--- src/ctrlConsts_consts.svh ---
`ifndef CTRL_CONSTS_SVH
`define CTRL_CONSTS_SVH

////////////////////
// word and register sizes
////////////////////
`define XLEN        32  // instruction width
`define REG_ADDR_W  5   // x0..x31

////////////////////
// rv32i field positions
////////////////////
`define OPC_LSB     2   // opcode[1:0] is always 11, skipped
`define OPC_W       5
`define FUNCT3_LSB  12
`define FUNCT3_W    3
`define RS1_LSB     15
`define RS2_LSB     20
`define ALT_BIT     30  // funct7[5], picks sub / sra

// addi x0, x0, 0
// stage registers load this at reset so nothing writes or redirects
`define INST_NOP    32'h0000_0013

`endif

--- src/ctrlPkg.sv ---
`include "ctrlConsts_consts.svh"

package ctrlPkg;

    // opcode[6:2] classes
    typedef enum logic [`OPC_W-1:0] {
        opLoad   = 5'b00000,
        opImm    = 5'b00100,
        opAuipc  = 5'b00101,
        opStore  = 5'b01000,
        opR      = 5'b01100,
        opLui    = 5'b01101,
        opBranch = 5'b11000,
        opJalr   = 5'b11001,
        opJal    = 5'b11011,
        opOther  = 5'b11111  // anything not decoded here
    } opClassE;

    typedef enum logic [2:0] {
        immI = 3'd0, immIShift = 3'd1, immS = 3'd2, immB = 3'd3, immU = 3'd4, immJ = 3'd5
    } immSelE;

    // alu encodings as seen by the datapath, 10 unused
    typedef enum logic [3:0] {
        aluAdd  = 4'd0,
        aluSub  = 4'd1,
        aluAnd  = 4'd2,
        aluOr   = 4'd3,
        aluXor  = 4'd4,
        aluSll  = 4'd5,
        aluSrl  = 4'd6,
        aluSra  = 4'd7,
        aluSltu = 4'd8,
        aluSlt  = 4'd9,
        aluPassB = 4'd11  // lui, imm straight through
    } aluOpE;

    typedef enum logic [1:0] {wbMem = 2'd0, wbAlu = 2'd1, wbPc4 = 2'd3} wbSelE;

    typedef enum logic [1:0] {fwdNone = 2'd0, fwdWb = 2'd1, fwdMem = 2'd2} fwdSelE;

    function automatic opClassE classOf(input logic [`OPC_W-1:0] opc);
        opClassE cls;
        case (opc)
            5'b00000: cls = opLoad;
            5'b00100: cls = opImm;
            5'b00101: cls = opAuipc;
            5'b01000: cls = opStore;
            5'b01100: cls = opR;
            5'b01101: cls = opLui;
            5'b11000: cls = opBranch;
            5'b11001: cls = opJalr;
            5'b11011: cls = opJal;
            default:  cls = opOther;  // csr, fence, illegal
        endcase
        return cls;
    endfunction

endpackage

--- src/ctrlIf.sv ---
`timescale 1ns/1ps
`include "ctrlConsts_consts.svh"

////////////////////
// pipeline -> ex stage consumers
////////////////////
interface exStageIf;
    logic [`XLEN-1:0] instEx;  // instruction sitting in ex
    logic regWEnMem;           // mem stage will write rd
    logic regWEnWb;            // wb stage will write rd

    modport source (output instEx, regWEnMem, regWEnWb);
    modport sink   (input  instEx, regWEnMem, regWEnWb);
endinterface

////////////////////
// pipeline -> branch resolver
////////////////////
interface memStageIf;
    ctrlPkg::opClassE memClass;
    logic [`FUNCT3_W-1:0] funct3;  // branch condition
    logic brEqMem;                 // compare flags captured while in ex
    logic brLtMem;

    modport source (output memClass, funct3, brEqMem, brLtMem);
    modport sink   (input  memClass, funct3, brEqMem, brLtMem);
endinterface

--- src/idDecoder.sv ---
`timescale 1ns/1ps
`include "ctrlConsts_consts.svh"

module idDecoder (
    input  logic [`XLEN-1:0] instruct,
    output logic jumpEarly,            // jal lets fetch redirect right away
    output logic branchEarly,          // branch goes to the predictor
    output ctrlPkg::immSelE immSel,
    output logic idMemRead,            // single bit for load-use hazard logic
    output logic regWEnId,
    output ctrlPkg::wbSelE wbSelId
);

    ctrlPkg::opClassE opClass;
    logic [`FUNCT3_W-1:0] funct3;

    assign opClass = ctrlPkg::classOf(instruct[`OPC_LSB +: `OPC_W]);
    assign funct3  = instruct[`FUNCT3_LSB +: `FUNCT3_W];

    always_comb begin
        immSel   = ctrlPkg::immI;
        regWEnId = 1'b0;
        wbSelId  = ctrlPkg::wbPc4;  // jal, jalr and unknown land here
        case (opClass)
            ctrlPkg::opR: begin
                regWEnId = 1'b1;
                wbSelId  = ctrlPkg::wbAlu;
            end
            ctrlPkg::opImm: begin
                // slli / srli / srai carry a shamt instead of a full imm
                if (funct3 == 3'b001 || funct3 == 3'b101)
                    immSel = ctrlPkg::immIShift;
                regWEnId = 1'b1;
                wbSelId  = ctrlPkg::wbAlu;
            end
            ctrlPkg::opLoad: begin
                regWEnId = 1'b1;
                wbSelId  = ctrlPkg::wbMem;
            end
            ctrlPkg::opStore: begin
                immSel  = ctrlPkg::immS;
                wbSelId = ctrlPkg::wbMem;  // no write but still a memory op
            end
            ctrlPkg::opBranch: begin
                immSel  = ctrlPkg::immB;
                wbSelId = ctrlPkg::wbMem;
            end
            ctrlPkg::opJal: begin
                immSel   = ctrlPkg::immJ;
                regWEnId = 1'b1;
            end
            ctrlPkg::opJalr: regWEnId = 1'b1;  // I format with rd = pc+4
            ctrlPkg::opAuipc, ctrlPkg::opLui: begin
                immSel   = ctrlPkg::immU;
                regWEnId = 1'b1;
                wbSelId  = ctrlPkg::wbAlu;
            end
            default: ;
        endcase
    end

    // store and branch raise this too
    assign idMemRead   = (wbSelId == ctrlPkg::wbMem);
    assign jumpEarly   = (opClass == ctrlPkg::opJal);
    assign branchEarly = (opClass == ctrlPkg::opBranch);

endmodule

--- src/ctrlPipeline.sv ---
`timescale 1ns/1ps
`include "ctrlConsts_consts.svh"

module ctrlPipeline (
    input  logic clk,
    input  logic rst,
    input  logic [`XLEN-1:0] instruct,
    input  logic regWEnId,
    input  ctrlPkg::wbSelE wbSelId,
    input  logic brEq,                    // valid while the instruction is in ex
    input  logic brLt,
    exStageIf.source exBus,
    memStageIf.source memBus,
    output logic dmemWrite,
    output logic [`FUNCT3_W-1:0] memFunct3,
    output logic regWEn,
    output ctrlPkg::wbSelE regWbSel
);

    logic [`XLEN-1:0] instEx, instMem;
    logic regWEnEx, regWEnMem, regWEnWb;
    ctrlPkg::wbSelE wbSelEx, wbSelMem, wbSelWb;
    logic brEqMem, brLtMem;
    ctrlPkg::opClassE memClass;

    ////////////////////
    // stage registers
    ////////////////////
    always_ff @(posedge clk) begin
        if (rst) begin
            instEx    <= `INST_NOP;
            instMem   <= `INST_NOP;
            regWEnEx  <= 1'b0;
            regWEnMem <= 1'b0;
            regWEnWb  <= 1'b0;
            wbSelEx   <= ctrlPkg::wbMem;
            wbSelMem  <= ctrlPkg::wbMem;
            wbSelWb   <= ctrlPkg::wbMem;
        end else begin
            instEx    <= instruct;   // id -> ex
            instMem   <= instEx;     // ex -> mem
            regWEnEx  <= regWEnId;
            regWEnMem <= regWEnEx;
            regWEnWb  <= regWEnMem;  // wb only needs write control
            wbSelEx   <= wbSelId;
            wbSelMem  <= wbSelEx;
            wbSelWb   <= wbSelMem;
        end
    end

    // compare flags ride along with the ex -> mem step
    always_ff @(posedge clk) begin
        brEqMem <= brEq;
        brLtMem <= brLt;
    end

    assign memClass = ctrlPkg::classOf(instMem[`OPC_LSB +: `OPC_W]);

    assign exBus.instEx    = instEx;
    assign exBus.regWEnMem = regWEnMem;
    assign exBus.regWEnWb  = regWEnWb;

    assign memBus.memClass = memClass;
    assign memBus.funct3   = instMem[`FUNCT3_LSB +: `FUNCT3_W];
    assign memBus.brEqMem  = brEqMem;
    assign memBus.brLtMem  = brLtMem;

    assign dmemWrite = (memClass == ctrlPkg::opStore);
    assign memFunct3 = instMem[`FUNCT3_LSB +: `FUNCT3_W];  // byte / half / word size
    assign regWEn    = regWEnWb;
    assign regWbSel  = wbSelWb;

endmodule

--- src/exControl.sv ---
`timescale 1ns/1ps
`include "ctrlConsts_consts.svh"

module exControl (
    exStageIf.sink exBus,
    output logic branchSigned,       // set means unsigned compare, see below
    output logic aluASel,            // 0 rs1, 1 pc
    output logic aluBSel,            // 0 rs2, 1 imm
    output ctrlPkg::aluOpE aluSel
);

    ctrlPkg::opClassE opClass;
    logic [`FUNCT3_W-1:0] funct3;
    logic altBit;

    assign opClass = ctrlPkg::classOf(exBus.instEx[`OPC_LSB +: `OPC_W]);
    assign funct3  = exBus.instEx[`FUNCT3_LSB +: `FUNCT3_W];
    assign altBit  = exBus.instEx[`ALT_BIT];

    ////////////////////
    // alu operation
    ////////////////////
    always_comb begin
        aluSel = ctrlPkg::aluAdd;  // address / pc math for everything else
        case (opClass)
            ctrlPkg::opR, ctrlPkg::opImm: begin
                case (funct3)
                    3'b000: begin
                        // addi has no sub, bit 30 is imm there
                        if (opClass == ctrlPkg::opR && altBit)
                            aluSel = ctrlPkg::aluSub;
                        else
                            aluSel = ctrlPkg::aluAdd;
                    end
                    3'b001: aluSel = ctrlPkg::aluSll;
                    3'b010: aluSel = ctrlPkg::aluSlt;
                    3'b011: aluSel = ctrlPkg::aluSltu;
                    3'b100: aluSel = ctrlPkg::aluXor;
                    3'b101: aluSel = altBit ? ctrlPkg::aluSra : ctrlPkg::aluSrl;
                    3'b110: aluSel = ctrlPkg::aluOr;
                    3'b111: aluSel = ctrlPkg::aluAnd;
                    default: ;
                endcase
            end
            ctrlPkg::opLui: aluSel = ctrlPkg::aluPassB;  // rd = imm
            default: ;
        endcase
    end

    ////////////////////
    // operand sources
    ////////////////////
    assign aluBSel = (opClass != ctrlPkg::opR);
    assign aluASel = (opClass == ctrlPkg::opBranch) ||
                     (opClass == ctrlPkg::opJal) ||
                     (opClass == ctrlPkg::opAuipc);  // target = pc + imm

    // bltu / bgeu are funct3 11x
    // lui keeps the bit high like the datapath expects, harmless there
    assign branchSigned = (opClass == ctrlPkg::opBranch && funct3[2:1] == 2'b11) ||
                          (opClass == ctrlPkg::opLui);

endmodule

--- src/forwardUnit.sv ---
`timescale 1ns/1ps
`include "ctrlConsts_consts.svh"

module forwardUnit (
    input  logic [`REG_ADDR_W-1:0] memRd,
    input  logic [`REG_ADDR_W-1:0] wbRd,
    exStageIf.sink exBus,
    output ctrlPkg::fwdSelE forwardA,
    output ctrlPkg::fwdSelE forwardB,
    output ctrlPkg::fwdSelE forwardDmem,     // store data path
    output ctrlPkg::fwdSelE forwardBranchA,  // branch comparator inputs
    output ctrlPkg::fwdSelE forwardBranchB
);

    ctrlPkg::opClassE opClass;
    logic useRs1, useRs2;
    logic [`REG_ADDR_W-1:0] rs1, rs2;      // masked, x0 when not read
    ctrlPkg::fwdSelE selA, selB;

    // mem is younger than wb, so it wins
    function automatic ctrlPkg::fwdSelE pickSrc(input logic [`REG_ADDR_W-1:0] rs,
                                                input logic [`REG_ADDR_W-1:0] mRd,
                                                input logic mWEn,
                                                input logic [`REG_ADDR_W-1:0] wRd,
                                                input logic wWEn);
        ctrlPkg::fwdSelE sel;
        sel = ctrlPkg::fwdNone;
        if (mWEn && mRd != '0 && mRd == rs)
            sel = ctrlPkg::fwdMem;
        else if (wWEn && wRd != '0 && wRd == rs)
            sel = ctrlPkg::fwdWb;
        return sel;
    endfunction

    assign opClass = ctrlPkg::classOf(exBus.instEx[`OPC_LSB +: `OPC_W]);

    assign useRs2 = (opClass == ctrlPkg::opR) || (opClass == ctrlPkg::opStore) ||
                    (opClass == ctrlPkg::opBranch);
    assign useRs1 = useRs2 || (opClass == ctrlPkg::opImm) || (opClass == ctrlPkg::opLoad) ||
                    (opClass == ctrlPkg::opJalr);

    assign rs1 = useRs1 ? exBus.instEx[`RS1_LSB +: `REG_ADDR_W] : '0;
    assign rs2 = useRs2 ? exBus.instEx[`RS2_LSB +: `REG_ADDR_W] : '0;

    assign selA = pickSrc(rs1, memRd, exBus.regWEnMem, wbRd, exBus.regWEnWb);
    assign selB = pickSrc(rs2, memRd, exBus.regWEnMem, wbRd, exBus.regWEnWb);

    always_comb begin
        forwardA       = ctrlPkg::fwdNone;
        forwardB       = ctrlPkg::fwdNone;
        forwardDmem    = ctrlPkg::fwdNone;
        forwardBranchA = ctrlPkg::fwdNone;
        forwardBranchB = ctrlPkg::fwdNone;
        case (opClass)
            ctrlPkg::opBranch: begin  // comparator only, alu does pc + imm
                forwardBranchA = selA;
                forwardBranchB = selB;
            end
            ctrlPkg::opStore: begin   // rs2 is data, alu b is imm
                forwardA    = selA;
                forwardDmem = selB;
            end
            default: begin
                forwardA = selA;
                forwardB = selB;
            end
        endcase
    end

endmodule

--- src/branchResolver.sv ---
`timescale 1ns/1ps

module branchResolver (
    input  logic predictedTaken,  // what fetch assumed for the mem instruction
    memStageIf.sink memBus,
    output logic pcSel,           // redirect fetch
    output logic branchResolved,  // predictor update strobe
    output logic actualTaken,
    output logic mispredict       // predicted taken, fell through
);

    logic taken;

    // condition from registered compare flags
    always_comb begin
        case (memBus.funct3)
            3'b000:         taken = memBus.brEqMem;   // beq
            3'b001:         taken = !memBus.brEqMem;  // bne
            3'b100, 3'b110: taken = memBus.brLtMem;   // blt, bltu
            3'b101, 3'b111: taken = !memBus.brLtMem;  // bge, bgeu
            default:        taken = 1'b0;
        endcase
    end

    always_comb begin
        pcSel          = 1'b0;
        branchResolved = 1'b0;
        actualTaken    = 1'b0;
        mispredict     = 1'b0;
        case (memBus.memClass)
            // jumps always go, redirect unless fetch already did
            ctrlPkg::opJal, ctrlPkg::opJalr: pcSel = !predictedTaken;
            ctrlPkg::opBranch: begin
                branchResolved = 1'b1;
                actualTaken    = taken;
                pcSel          = taken ^ predictedTaken;  // either direction wrong
                mispredict     = predictedTaken && !taken;
            end
            default: ;
        endcase
    end

endmodule

--- src/ctrlTop.sv ---
`timescale 1ns/1ps
`include "ctrlConsts_consts.svh"

module ctrlTop (
    input  logic clk,
    input  logic rst,
    input  logic [`XLEN-1:0] instruct,        // id stage instruction
    input  logic brEq,                        // compare result for the ex instruction
    input  logic brLt,
    input  logic [`REG_ADDR_W-1:0] memRd,
    input  logic [`REG_ADDR_W-1:0] wbRd,
    input  logic predictedTaken,              // fetch prediction for the mem instruction
    output logic jumpEarly,
    output logic branchEarly,
    output ctrlPkg::immSelE immSel,
    output logic idMemRead,
    output logic branchSigned,
    output logic aluASel,
    output logic aluBSel,
    output ctrlPkg::aluOpE aluSel,
    output ctrlPkg::fwdSelE forwardA,
    output ctrlPkg::fwdSelE forwardB,
    output ctrlPkg::fwdSelE forwardDmem,
    output ctrlPkg::fwdSelE forwardBranchA,
    output ctrlPkg::fwdSelE forwardBranchB,
    output logic dmemWrite,
    output logic [`FUNCT3_W-1:0] memFunct3,
    output logic regWEn,
    output ctrlPkg::wbSelE regWbSel,
    output logic pcSel,
    output logic branchResolved,
    output logic actualTaken,
    output logic mispredict
);

    logic regWEnId;
    ctrlPkg::wbSelE wbSelId;

    exStageIf  exBus ();
    memStageIf memBus ();

    idDecoder u_idDecoder (
        .instruct(instruct), .jumpEarly(jumpEarly), .branchEarly(branchEarly),
        .immSel(immSel), .idMemRead(idMemRead), .regWEnId(regWEnId), .wbSelId(wbSelId)
    );

    ctrlPipeline u_ctrlPipeline (
        .clk(clk), .rst(rst), .instruct(instruct), .regWEnId(regWEnId), .wbSelId(wbSelId),
        .brEq(brEq), .brLt(brLt), .exBus(exBus.source), .memBus(memBus.source),
        .dmemWrite(dmemWrite), .memFunct3(memFunct3), .regWEn(regWEn), .regWbSel(regWbSel)
    );

    exControl u_exControl (
        .exBus(exBus.sink), .branchSigned(branchSigned), .aluASel(aluASel),
        .aluBSel(aluBSel), .aluSel(aluSel)
    );

    forwardUnit u_forwardUnit (
        .memRd(memRd), .wbRd(wbRd), .exBus(exBus.sink), .forwardA(forwardA),
        .forwardB(forwardB), .forwardDmem(forwardDmem), .forwardBranchA(forwardBranchA),
        .forwardBranchB(forwardBranchB)
    );

    branchResolver u_branchResolver (
        .predictedTaken(predictedTaken), .memBus(memBus.sink), .pcSel(pcSel),
        .branchResolved(branchResolved), .actualTaken(actualTaken), .mispredict(mispredict)
    );

endmodule

--- config.mk ---
export PLATFORM = sky130hd
export DESIGN_NAME = ctrlTop
export DESIGN_NICKNAME = d
export VERILOG_FILES = /design/src/ctrlPkg.sv /design/src/ctrlIf.sv /design/src/idDecoder.sv /design/src/ctrlPipeline.sv /design/src/exControl.sv /design/src/forwardUnit.sv /design/src/branchResolver.sv /design/src/ctrlTop.sv
export VERILOG_INCLUDE_DIRS = /design/src /design/src/src
export SDC_FILE = /design/constraint.sdc
export NUM_CORES = 1
export LEC_CHECK = 0
export ABC_AREA = 1
export BUFFER_PORTS_ARGS = -buffer_cell sky130_fd_sc_hd__buf_4
export CORE_UTILIZATION = 40
export CTS_BUF_LIST = sky130_fd_sc_hd__clkbuf_4 sky130_fd_sc_hd__clkbuf_8
export DETAILED_ROUTE_END_ITERATION = 6
export GPL_ROUTABILITY_DRIVEN = 1
export PLACE_DENSITY = 0.73
export SLEW_MARGIN = 40
export SYNTH_ARGS = -nofsm -noshare
export SYNTH_HDL_FRONTEND = slang
export SYNTH_SLANG_ARGS = --single-unit
--- constraint.sdc ---
create_clock -name clk -period 2.16 [get_ports clk]
set_clock_uncertainty 0.15 [all_clocks]
set_input_delay 0.432 -clock clk [delete_from_list [all_inputs] [get_ports clk]]
set_output_delay 0.432 -clock clk [all_outputs]
set_load 0.1 [all_outputs]
==> impl_results.md <==
* Die area at about 0.0056 mm^2
* P_sw at 0.643 mW
* Initial drt markers at 92
* Total gr overflow at 0
* Failing checks: negative setup slack
* Final Total Pwr at approximately 2.0 mW
* Number of global-route vias before repair at 2277
* Final Cycle Share at 1.21
* Rel. slew slack at 0.715
* Drt pass-1 iters at 4
* Post-synthesis sequential area ratio at 0.404
* Largest net degree at the start of global routing at 39
* CP required at approximately 1.6 ns
* Pint at roughly 1.3 mW
* Final hold vios at 0
* Clock Latency Late Sink at 0.29 ns
* Crit end category: primary output
* CP Launch Type: flip-flop
* Most instantiated cells after synthesis: inv_1, nor2_1, nand2_1
* Sw Ratio at 0.329
* Post-Route WL at ~6.6 mm
* Synth cell types at 30
* Wirelength per Cell at 12.8 um
* CTS max path bufs at 2
* Antenna Nets Post-Route at 0
* Top cells by area, synth: dfxtp_1, inv_1, nor2_1, nand2_1, nand3_1
* Std-Cell Rows at 26
* Final setup TNS at -4.89 ns
* GRT Resource Usage Total at 0.236
* Placed Cells at 494
* Fraction of registers with async set/reset at 0
* CTS tree: built
* Vias per inst at 4.74
* RSZ-0062 raised after global routing: yes
* Via count at ~2400
* Run status: finished, violations left
* Crit-path max FO at 6
* First-pass GRT wire length at 9.95 mm
* Die X at roughly 75 um
* Worst EP arrival at 2.03 ns
* Initial Util at 0.418
* Initial antenna violation count at 0
* Final number of setup-violating endpoints at 17
* Min Tclk post-route at between 2 and 3 ns
* Die Y at 75.0 um
* Clock power share at 0.260
* Combinational share of power at 0.293
* Post-route cell area at 0.00394 mm^2
* Max Cap Viol at 0
* Least-Margin Pin Slew at 0.424 ns
* P_leak at 1.85 nW
* Dpl cell area at 0.00332 mm^2
* Post-DP HPWL at 4.43 mm
* Final WS setup at -0.456 ns
* Sequential share of power at 0.446
* H-tree depth at 2
* Syn Nets at 372
* DR DRC count at 0
* CTS buffer count at 5
* Post-synth top area cell: dfxtp_1
* Core Region at 0.00511 mm^2
* IO Pins at between 80 and 90
* CTS root buf: clkbuf_8
* Area delta synth->final at 84.8%
* Critical path type: reg2out
* Clk sink count at 43
* PortBufs at 67
* R2R setup slack at slightly above 0.9 ns
* Post-synth top flop: dfxtp_1
* Warnings, synthesis at 0
* Min-Delay Path Class: in2reg
* Placer Congestion at roughly 0.9
* VDD IR-drop max at between 300 and 400 uV
* ANT cells at 0
* PwrDens at 496 mW/mm^2
* Layout Cells excl Fill at 512
* Post-synth design cell area at 0.00213 mm^2
* EDFF count, synth at 0
* Fmax at around 380 MHz
* # nets final at approximately 490
* Synth Area per Inst at 6.58 um^2
* Clk pin slew, worst setup/hold paths at 0.08 ns
* Synth top area share at 0.404
* Final Max Slew Viols at 0
* Post-synthesis cell count at ~320
* Layout cells sized above 1 at 0.480
* Flops & latches, synth at 43
-- per-stage QoR --
step                hold slack [ns]   util  setup slack (ns)
floorplan                     0.238      -            -0.507
global placement              0.240  0.650            -0.234
detailed placement            0.245  0.650            -0.235
CTS                          0.0813  0.752            -0.389
global route                 0.0786  0.772            -0.573
finish                       0.0878  0.772            -0.456
-- area by class of cell --
class / count / area (um^2)
Multi-Input combinational cell: 207 / 1450
Fill cell: 362 / 1170
Timing Repair Buffer: 114 / 1150
Sequential cell: 43 / 885
Inverter: 70 / 278
Tap cell: 70 / 87.6
Clock buffer: 7 / 83.8
Clock inverter: 1 / 5.00
-- metal layers --
layer | GRT usage | vias to the layer above | routed length, um | part of all wire
met5 | 0 | - | 0 | 0
met4 | 0.0901 | 0 | 77 | 0.012
met3 | 0.0428 | 6 | 208 | 0.032
met2 | 0.439 | 59 | 3530 | 0.54
met1 | 0.267 | 1122 | 2750 | 0.42
li1 | - | 1239 | - | -
-- cell usage in the layout (no fill, tap or decap), types with 2 or more instances in the layout --
cell,count
nand2_4,4
nand3_1,18
dfxtp_2,4
dfxtp_1,34
buf_12,21
nand4_1,6
o21ai_0,7
nand2_2,8
buf_4,85
a21oi_1,4
clkinvlp_4,2
xor2_1,4
buf_6,8
nor3_1,3
nor2_1,47
nand2_1,44
o31ai_4,4
clkbuf_4,2
dfxtp_4,5
nand3_2,10
inv_4,3
nor2_4,18
clkbuf_8,5
inv_2,9
o211ai_1,4
nand3_4,3
inv_1,56
nor2_2,5
-- power groups by stage --
| stage | combinational, mW | sequential [mW] | clock, mW |
|---|---|---|---|
| CTS | 0.546 | 0.871 | 0.518 |
| global route | 0.613 | 0.879 | 0.551 |
| finish | 0.574 | 0.873 | 0.509 |
| global placement | 0.480 | 0.887 | 0 |
| detailed placement | 0.487 | 0.889 | 0 |
| floorplan | 0.292 | 0.911 | 0 |
-- logic make-up after synthesis --
family,share of synthesized area
fa+ha+maj,0.00586
flops,0.404
compound gates,0.0956
simple gates,0.339
xor+xnor,0.0205
buf+inv,0.135
-- critical path, cell delays in order (launching register included) --
cell and delay, ns:
dfxtp_2 0.35, nor2_4 0.18, nand3_4 0.13, buf_4 0.17
nand2_4 0.09, nand3_1 0.09, nand2_1 0.10, nor2_2 0.06
nand3_4 0.15, nand2_4 0.11, nor2_4 0.12, buf_12 0.18
-- sequential cells by signal (all words and copies together), names as in the netlist, 2 cells and up --
register	cells
u_ctrlPipeline.exBus.instEx	19
u_ctrlPipeline.memBus.memClass	5
u_forwardUnit.opClass	5
u_ctrlPipeline.instMem	3
u_ctrlPipeline.regWbSel	2
u_ctrlPipeline.wbSelEx	2
u_ctrlPipeline.wbSelMem	2
-- worst paths after layout --
kind                                                      from  cells after the start                           endpoint
worst min-delay path                                      brEq                      1      u_ctrlPipeline.memBus.brEqMem
worst min register to register       u_ctrlPipeline.wbSelEx[0]                      2         u_ctrlPipeline.wbSelMem[0]
worst max-delay path                  u_forwardUnit.opClass[1]                     11                  forwardBranchB[0]
worst max register to register  u_ctrlPipeline.exBus.instEx[3]                      6  u_ctrlPipeline.memBus.memClass[1]
-- what timing repair did --
action	in CTS	in global routing
gates resized for setup	95	22
hold buffers	0	0
buffers inserted	7	2
setup endpoints to repair	21	24
pin swaps	24	14
gates cloned	1	0
Note: power is estimated with default switching activity, not from simulation.
